File: config.mk
export PLATFORM = sky130hd
export DESIGN_NAME = timing_recovery_top
export DESIGN_NICKNAME = d
export VERILOG_FILES = /design/src/design/dsp_types_pkg.sv /design/src/design/timing_pkg.sv /design/src/design/gardner_ted.sv /design/src/design/loop_filter_pi.sv /design/src/design/symbol_nco.sv /design/src/design/timing_recovery_top.sv
export SDC_FILE = /design/constraint.sdc
export NUM_CORES = 2
export LEC_CHECK = 0
export BUFFER_PORTS_ARGS = -buffer_cell sky130_fd_sc_hd__buf_2
export CAP_MARGIN = 20
export CORE_AREA = 2 2 258 260
export DETAILED_ROUTE_END_ITERATION = 10
export DIE_AREA = 0 0 260 262
export MAX_ROUTING_LAYER = met4
export PLACE_DENSITY = 0.73
export SLEW_MARGIN = 20
export SYNTH_ARGS = -nofsm -noshare
export SYNTH_HDL_FRONTEND = slang
export SYNTH_SLANG_ARGS = --single-unit
File: constraint.sdc
create_clock -name clk -period 15.3 [get_ports clk]
set_input_delay 2.295 -clock clk [delete_from_list [all_inputs] [get_ports clk]]
set_output_delay 2.295 -clock clk [all_outputs]
set_load 0.05 [all_outputs]
File: src/design/dsp_types_pkg.sv
/*
 * dsp types package
 * sample widths and the complex sample word used on every datapath
 */
`default_nettype none

package dsp_types_pkg;

  // ----------------------------------------------------------------------
  // sample format
  // ----------------------------------------------------------------------

  // width of one I or Q component
  localparam int IQ_W = 16;  // two's complement, full scale +/-1.0

  // one complex baseband sample
  // i sits in the upper half of the packed word, q in the lower half
  typedef struct packed {
    logic signed [IQ_W-1:0] i;  // in-phase
    logic signed [IQ_W-1:0] q;  // quadrature
  } iq_sample_t;

endpackage : dsp_types_pkg

`default_nettype wire

File: src/design/timing_pkg.sv
/*
 * timing loop package
 * error, control and phase widths plus the detector error report
 */
`default_nettype none

package timing_pkg;

  // ----------------------------------------------------------------------
  // loop widths
  // ----------------------------------------------------------------------

  localparam int ERR_W  = 18;      // timing error width
  localparam int FRAC_W = 12;      // fractional phase bits, one sample = 2**FRAC_W
  localparam int CTRL_W = FRAC_W;  // signed control word, +/- half a sample per clock

  // control word limits
  localparam logic signed [CTRL_W-1:0] CTRL_MAX = {1'b0, {(CTRL_W-1){1'b1}}};
  localparam logic signed [CTRL_W-1:0] CTRL_MIN = {1'b1, {(CTRL_W-1){1'b0}}};

  // ----------------------------------------------------------------------
  // error report from the detector
  // ----------------------------------------------------------------------

  typedef struct packed {
    logic signed [ERR_W-1:0] err;  // scaled gardner error
    logic                    valid; // one cycle per symbol
  } ted_err_t;

endpackage : timing_pkg

`default_nettype wire

File: src/design/gardner_ted.sv
/*
 * gardner timing error detector
 * sample delay line, error from mid and previous symbol taps, symbol capture
 */
`timescale 1ns/100ps
`default_nettype none

module gardner_ted
  import dsp_types_pkg::*, timing_pkg::*;
#(
  parameter int OSF = 20  // samples per symbol, even, >= 4
) (
  input  logic       clk,
  input  logic       reset_n,
  input  iq_sample_t sample_i,      // one sample per clock
  input  logic       sym_strobe_i,  // from nco
  output ted_err_t   err_o,
  output iq_sample_t sym_o,
  output logic       sym_valid_o
);

  localparam int H_TAP  = OSF/2 - 1;                    // mid-symbol delay
  localparam int P_TAP  = OSF - 1;                      // previous symbol delay
  localparam int SHIFT  = IQ_W + $clog2(OSF) - ERR_W;   // scale down to ERR_W
  localparam int DIFF_W = IQ_W + 1;
  localparam int PROD_W = IQ_W + DIFF_W;
  localparam int SUM_W  = PROD_W + 1;

  // ----------------------------------------------------------------------
  // delay line indexed by delay in cycles
  // ----------------------------------------------------------------------
  iq_sample_t dline [1:OSF-1];  // with sample_i this holds the last OSF samples

  always_ff @(posedge clk) begin
    if (!reset_n) begin
      for (int k = 1; k < OSF; k++) begin
        dline[k] <= '0;
      end
    end else begin
      dline[1] <= sample_i;
      for (int k = 2; k < OSF; k++) begin
        dline[k] <= dline[k-1];
      end
    end
  end

  iq_sample_t tap_h, tap_p;
  assign tap_h = dline[H_TAP];
  assign tap_p = dline[P_TAP];

  // ----------------------------------------------------------------------
  // error h.i*(c.i-p.i) + h.q*(c.q-p.q) kept at full width
  // ----------------------------------------------------------------------
  logic signed [DIFF_W-1:0] d_i, d_q;
  logic signed [PROD_W-1:0] prod_i, prod_q;
  logic signed [SUM_W-1:0]  err_sum, err_shr;
  logic signed [ERR_W-1:0]  err_scaled;

  assign d_i = {sample_i.i[IQ_W-1], sample_i.i} - {tap_p.i[IQ_W-1], tap_p.i};  // no overflow
  assign d_q = {sample_i.q[IQ_W-1], sample_i.q} - {tap_p.q[IQ_W-1], tap_p.q};

  assign prod_i  = tap_h.i * d_i;
  assign prod_q  = tap_h.q * d_q;
  assign err_sum = prod_i + prod_q;

  assign err_shr    = err_sum >>> SHIFT;     // arithmetic
  assign err_scaled = err_shr[ERR_W-1:0];    // low bits only so large errors wrap

  // ----------------------------------------------------------------------
  // capture on strobe
  // ----------------------------------------------------------------------
  logic                    err_vld_q;  // error report valid
  logic                    sym_vld_q;  // symbol valid
  logic signed [ERR_W-1:0] err_q;
  iq_sample_t              sym_q;

  always_ff @(posedge clk) begin
    if (!reset_n) begin
      err_vld_q <= 1'b0;
      sym_vld_q <= 1'b0;
    end else begin
      err_vld_q <= sym_strobe_i;  // single cycle pulse
      sym_vld_q <= sym_strobe_i;
    end
  end

  always_ff @(posedge clk) begin
    if (sym_strobe_i) begin
      err_q <= err_scaled;
      sym_q <= sample_i;  // sample present at the strobe
    end
  end

  assign err_o       = '{err: err_q, valid: err_vld_q};
  assign sym_o       = sym_q;
  assign sym_valid_o = sym_vld_q;

endmodule : gardner_ted

`default_nettype wire

File: src/design/loop_filter_pi.sv
/*
 * proportional-integral loop filter
 * saturating integrator and control word update on each error report
 */
`timescale 1ns/100ps
`default_nettype none

module loop_filter_pi
  import timing_pkg::*;
#(
  parameter int KP_SHIFT = 4,  // proportional gain 2**-KP_SHIFT
  parameter int KI_SHIFT = 8   // integral gain 2**-KI_SHIFT
) (
  input  logic                     clk,
  input  logic                     reset_n,
  input  ted_err_t                 err_i,
  output logic signed [CTRL_W-1:0] ctrl_o
);

  localparam int SUM_W = ERR_W + 1;  // headroom for one add

  // clamp to the control word range
  function automatic logic signed [CTRL_W-1:0] sat_ctrl(input logic signed [SUM_W-1:0] x);
    logic signed [CTRL_W-1:0] y;
    if (x > CTRL_MAX) begin
      y = CTRL_MAX;
    end else if (x < CTRL_MIN) begin
      y = CTRL_MIN;
    end else begin
      y = x[CTRL_W-1:0];
    end
    return y;
  endfunction

  // ----------------------------------------------------------------------
  // datapath
  // ----------------------------------------------------------------------
  logic signed [ERR_W-1:0]  p_term, i_term;
  logic signed [CTRL_W-1:0] integ, integ_nxt, ctrl_nxt;
  logic signed [SUM_W-1:0]  integ_sum, ctrl_sum;
  logic signed [CTRL_W-1:0] ctrl_q;

  assign p_term = err_i.err >>> KP_SHIFT;  // proportional path
  assign i_term = err_i.err >>> KI_SHIFT;  // integral path

  assign integ_sum = integ + i_term;
  assign integ_nxt = sat_ctrl(integ_sum);  // integrator bounded like ctrl

  assign ctrl_sum = p_term + integ_nxt;    // uses the new integ
  assign ctrl_nxt = sat_ctrl(ctrl_sum);

  // update only on a report, hold otherwise
  always_ff @(posedge clk) begin
    if (!reset_n) begin
      integ  <= '0;
      ctrl_q <= '0;
    end else if (err_i.valid) begin
      integ  <= integ_nxt;
      ctrl_q <= ctrl_nxt;  // visible the cycle after valid
    end
  end

  assign ctrl_o = ctrl_q;

endmodule : loop_filter_pi

`default_nettype wire

File: src/design/symbol_nco.sv
/*
 * symbol rate nco
 * modulo phase accumulator that pulses the symbol strobe on each wrap
 */
`timescale 1ns/100ps
`default_nettype none

module symbol_nco
  import timing_pkg::*;
#(
  parameter int OSF = 20  // samples per symbol
) (
  input  logic                     clk,
  input  logic                     reset_n,
  input  logic signed [CTRL_W-1:0] ctrl_i,       // rate correction
  output logic                     sym_strobe_o  // one cycle per symbol
);

  // ----------------------------------------------------------------------
  // phase arithmetic, one sample = STEP
  // ----------------------------------------------------------------------
  localparam int STEP  = 2 ** FRAC_W;      // nominal advance per clock
  localparam int MOD   = OSF * STEP;       // one symbol of phase
  localparam int PH_W  = $clog2(MOD);
  localparam int INC_W = FRAC_W + 1;       // step +/- half a sample stays positive
  localparam int SUM_W = PH_W + 1;

  logic [PH_W-1:0]  phase;
  logic [INC_W-1:0] incr;
  logic [SUM_W-1:0] sum;
  logic             wrap;
  logic             strobe_q;

  assign incr = INC_W'(STEP) + INC_W'(ctrl_i);  // ctrl sign extended
  assign sum  = SUM_W'(phase) + SUM_W'(incr);
  assign wrap = (sum >= SUM_W'(MOD));           // crossing this cycle

  always_ff @(posedge clk) begin
    if (!reset_n) begin
      phase    <= '0;
      strobe_q <= 1'b0;
    end else begin
      if (wrap) begin
        phase <= PH_W'(sum - SUM_W'(MOD));  // modulo subtract
      end else begin
        phase <= PH_W'(sum);
      end
      strobe_q <= wrap;  // one cycle after the crossing update
    end
  end

  assign sym_strobe_o = strobe_q;

endmodule : symbol_nco

`default_nettype wire

File: src/design/timing_recovery_top.sv
/*
 * symbol timing recovery top
 * closes the detector, loop filter and nco loop
 */
`timescale 1ns/100ps
`default_nettype none

module timing_recovery_top
  import dsp_types_pkg::*, timing_pkg::*;
#(
  parameter int OSF      = 20,  // samples per symbol
  parameter int KP_SHIFT = 4,   // proportional shift
  parameter int KI_SHIFT = 8    // integral shift
) (
  input  logic                     clk,
  input  logic                     reset_n,
  input  iq_sample_t               sample_i,    // valid every clock
  output iq_sample_t               sym_o,
  output logic                     sym_valid_o,
  output ted_err_t                 err_o,
  output logic signed [CTRL_W-1:0] ctrl_o
);

  // ----------------------------------------------------------------------
  // loop signals
  // ----------------------------------------------------------------------
  logic                     sym_strobe;  // nco -> detector
  ted_err_t                 err;         // detector -> filter
  logic signed [CTRL_W-1:0] ctrl;        // filter -> nco

  gardner_ted #(
    .OSF (OSF)
  ) u_ted (
    .clk          (clk),
    .reset_n      (reset_n),
    .sample_i     (sample_i),
    .sym_strobe_i (sym_strobe),
    .err_o        (err),
    .sym_o        (sym_o),
    .sym_valid_o  (sym_valid_o)
  );

  loop_filter_pi #(
    .KP_SHIFT (KP_SHIFT),
    .KI_SHIFT (KI_SHIFT)
  ) u_lf (
    .clk     (clk),
    .reset_n (reset_n),
    .err_i   (err),
    .ctrl_o  (ctrl)
  );

  symbol_nco #(
    .OSF (OSF)
  ) u_nco (
    .clk          (clk),
    .reset_n      (reset_n),
    .ctrl_i       (ctrl),
    .sym_strobe_o (sym_strobe)
  );

  assign err_o  = err;   // strobe + 1
  assign ctrl_o = ctrl;  // strobe + 2

endmodule : timing_recovery_top

`default_nettype wire

==> impl_metrics.tcl <==
set metrics [dict create \
    dr.first_iter.drc_count 1281 \
    postSynthCellCount 3428 \
    worstMarginPinSlew_ps 1118 \
    synth-edff-count 50 \
    multi_input_area_sq_mm 0.01884 \
    grt_pass1_wl_um 112100 \
    clkTransAtPathRegs_ps 70 \
    min_path_type "reg -> reg" \
    first_pass_iters 5 \
    synthFlopType "dfxtp_1" \
    crit_required_ps 15690 \
    grt_max_degree 327 \
    worst_path_max_delay_cell "o41ai_1" \
    relSlewSlack_pct 25.12 \
    antenna_found_initial 2 \
    postRouteWirelength_um 67970 \
    dp.final_hpwl_um 48750 \
    fin_hold_ws_ps 391.0 \
    filler_cell_count 5403 \
    ir_worst_vdd_mv 0.1118 \
    worstPathArrival_ps 12460 \
    layout.area.seq_sq_mm 0.01454 \
    crit_fanout 5 \
    vias_per_cell 4.955 \
    leakage_uw 0.01743 \
    root_buffer "clkbuf_16" \
    tns_ps 0 \
    ys_types 63 \
    gp_congestion 0.8613 \
    synthTopCellsByArea "dfxtp_1, fa_1, and2_1" \
    maxSlewViolCount 0 \
    critPathKind "in -> reg" \
    ys_async_sr_fraction_pct 0 \
    worst_path_largest_cell_delay_ps 610 \
    fin_skew_ps 49.95 \
    cts_max_level 3 \
    yosysSeqAreaShare_pct 40.69 \
    cts_resized 0 \
    hold_viol_final 0 \
    cp-start-kind "primary input" \
    synth_fp_nets 3996 \
    rsz0062_at_grt "no" \
    area_growth_pct 10.47 \
    core_sq_mm 0.06528 \
    die_w_um 260 \
    ant_nets 0 \
    max_freq_ghz 0.08287 \
    vias 21822 \
    yosysWarnings 0 \
    drive_above_1_share_pct 6.866 \
    post_cts.repair.setup_buffers 0 \
    io_pins 98 \
    cts_num_sinks 701 \
    grt_pass1_vias 22191 \
    io_buffers 97 \
    layout.nets 4053 \
    end_kind "flop" \
    cts_tree "yes" \
    start_util_pct 54.73 \
    timing.final.crit_share_pct 78.87 \
    syn_area_sq_mm 0.03572 \
    overflow 0 \
    yosys_register_bits 701 \
    dieArea_sq_mm 0.06812 \
    synth_area_per_cell_sq_um 10.42 \
    report.power.total_uw 3788 \
    synth_largest_area_cell "dfxtp_1" \
    status "complete, no violations" \
    fin_crit_ps 12070 \
    drc_errors 0 \
    clk_path_buf_depth 3 \
    die_height_um 262 \
    power_density_mw_per_mm2 96.00 \
    rows 94 \
    cts_buffers 70 \
    clk_latency_ps 650 \
    grt_usage_pct 21.51 \
    hold_buffers 0 \
    wl_per_cell_um 15.43 \
    cap_viol_max_count 0 \
    netlist.area_leader.share_pct 36.48 \
    crit_top_cell "fa_1" \
    setup_viol 0 \
]
==> stage by stage <==
step	instance area (sq um)	instances	setup slack [ps]	util, %
6_report	39460	4404	3234	60.46
5_1_grt	39460	4404	2722	60.46
4_1_cts	39450	4402	3257	60.43
3_5_place_dp	36970	4276	2597	56.64
3_3_place_gp	36970	4276	2890	56.64
2_1_floorplan	35720	3428	3627	-
==> report_power, final <==
| group | switching [uW] | internal (uW) | total [uW] | leakage, uW |
|---|---|---|---|---|
| Combinational | 92.5 | 41.3 | 134 | 0.0105 |
| Sequential | 3.32 | 1860 | 1860 | 0.00570 |
| Clock | 751 | 1040 | 1790 | 0.00120 |
| Total | 847 | 2940 | 3790 | 0.0174 |
==> state kept, by name, indices dropped and copies added, names as in the netlist <==
register / flops
u_ted.err_vld_q: 1
u_nco.phase: 17
u_lf.ctrl_o: 12
u_nco.sym_strobe_o: 1
u_ted.dline: 608
u_ted.sym_o: 32
u_ted.err_q: 18
u_lf.integ: 12
==> placed cells by master (no fill, tap or decap), drive strengths merged, types with 40 or more instances in the layout <==
cell type    n
ha         195
edfxtp      50
o21ai       57
clkbuf      96
fa         339
inv        510
nor2        73
a21oi       64
buf        114
dfxtp      651
nor2b       50
and2       814
xnor2       88
nand2b      40
nand2      167
==> final cells by class <==
type | count | area share, %
Antenna cell | 1 | 0.006341
Clock buffer | 95 | 4.955
Clock inverter | 31 | 1.309
Inverter | 504 | 4.794
Multi-Input combinational cell | 2093 | 47.73
Sequential cell | 701 | 36.83
Tap cell | 864 | 2.739
Timing Repair Buffer | 115 | 1.630
==> critical path, delay by kind of cell <==
| kind | cells | cell delay [ps] |
|---|---|---|
| XOR/XNOR | 13 | 2850 |
| adder cells (fa/ha/maj) | 10 | 4380 |
| AND/OR/NAND/NOR | 4 | 590 |
| buffers and inverters | 7 | 660 |
| AO/OA/AOI/OAI | 6 | 1680 |
==> synth_stat cells (all sizes together) (13+ instances only) <==
library cell	instances
a211oi	15
a21o	14
a21oi	64
and2	814
clkbuf	126
dfxtp	651
edfxtp	50
fa	339
ha	195
inv	503
nand2	167
nand2b	40
nand3	13
nor2	73
nor2b	50
nor3	15
o21a	15
o21ai	57
xnor2	88
xor2	17
==> routing by layer <==
metal  up-vias  GRT usage [%]  part of all wire (%)
met5         -              -                     0
li1      10548              -                     -
met3       163          4.118                   5.7
met4         0          7.934                   3.6
met2       520          33.50                    46
met1     10591          28.06                    45
==> path summary, 6_finish.rpt <==
check                           cells past startpoint                        endpoint                           start  slack (ps)
worst max-delay path                               40       u_ted.err_q[17]$_DFFE_PP_                     sample_i[0]        3230
worst max register to register                     38       u_ted.err_q[17]$_DFFE_PP_  u_ted.dline[0][610]$_SDFF_PN0_        4870
worst min-delay path                                1  u_ted.dline[0][319]$_SDFF_PN0_  u_ted.dline[0][287]$_SDFF_PN0_         390
worst min register to register                      1  u_ted.dline[0][319]$_SDFF_PN0_  u_ted.dline[0][287]$_SDFF_PN0_         390
==> cells by family after synthesis <==
kind of cell,Yosys count,share of synthesized area [%]
AOI/OAI and AO/OA,230,4.098
xor gates and xnor gates,112,3.016
buffers and inverters,634,6.676
and+or+nand+nor,1210,19.50
DFF,701,40.69
adders and majority gates,541,26.02
Power figures use the tool's default switching activity.
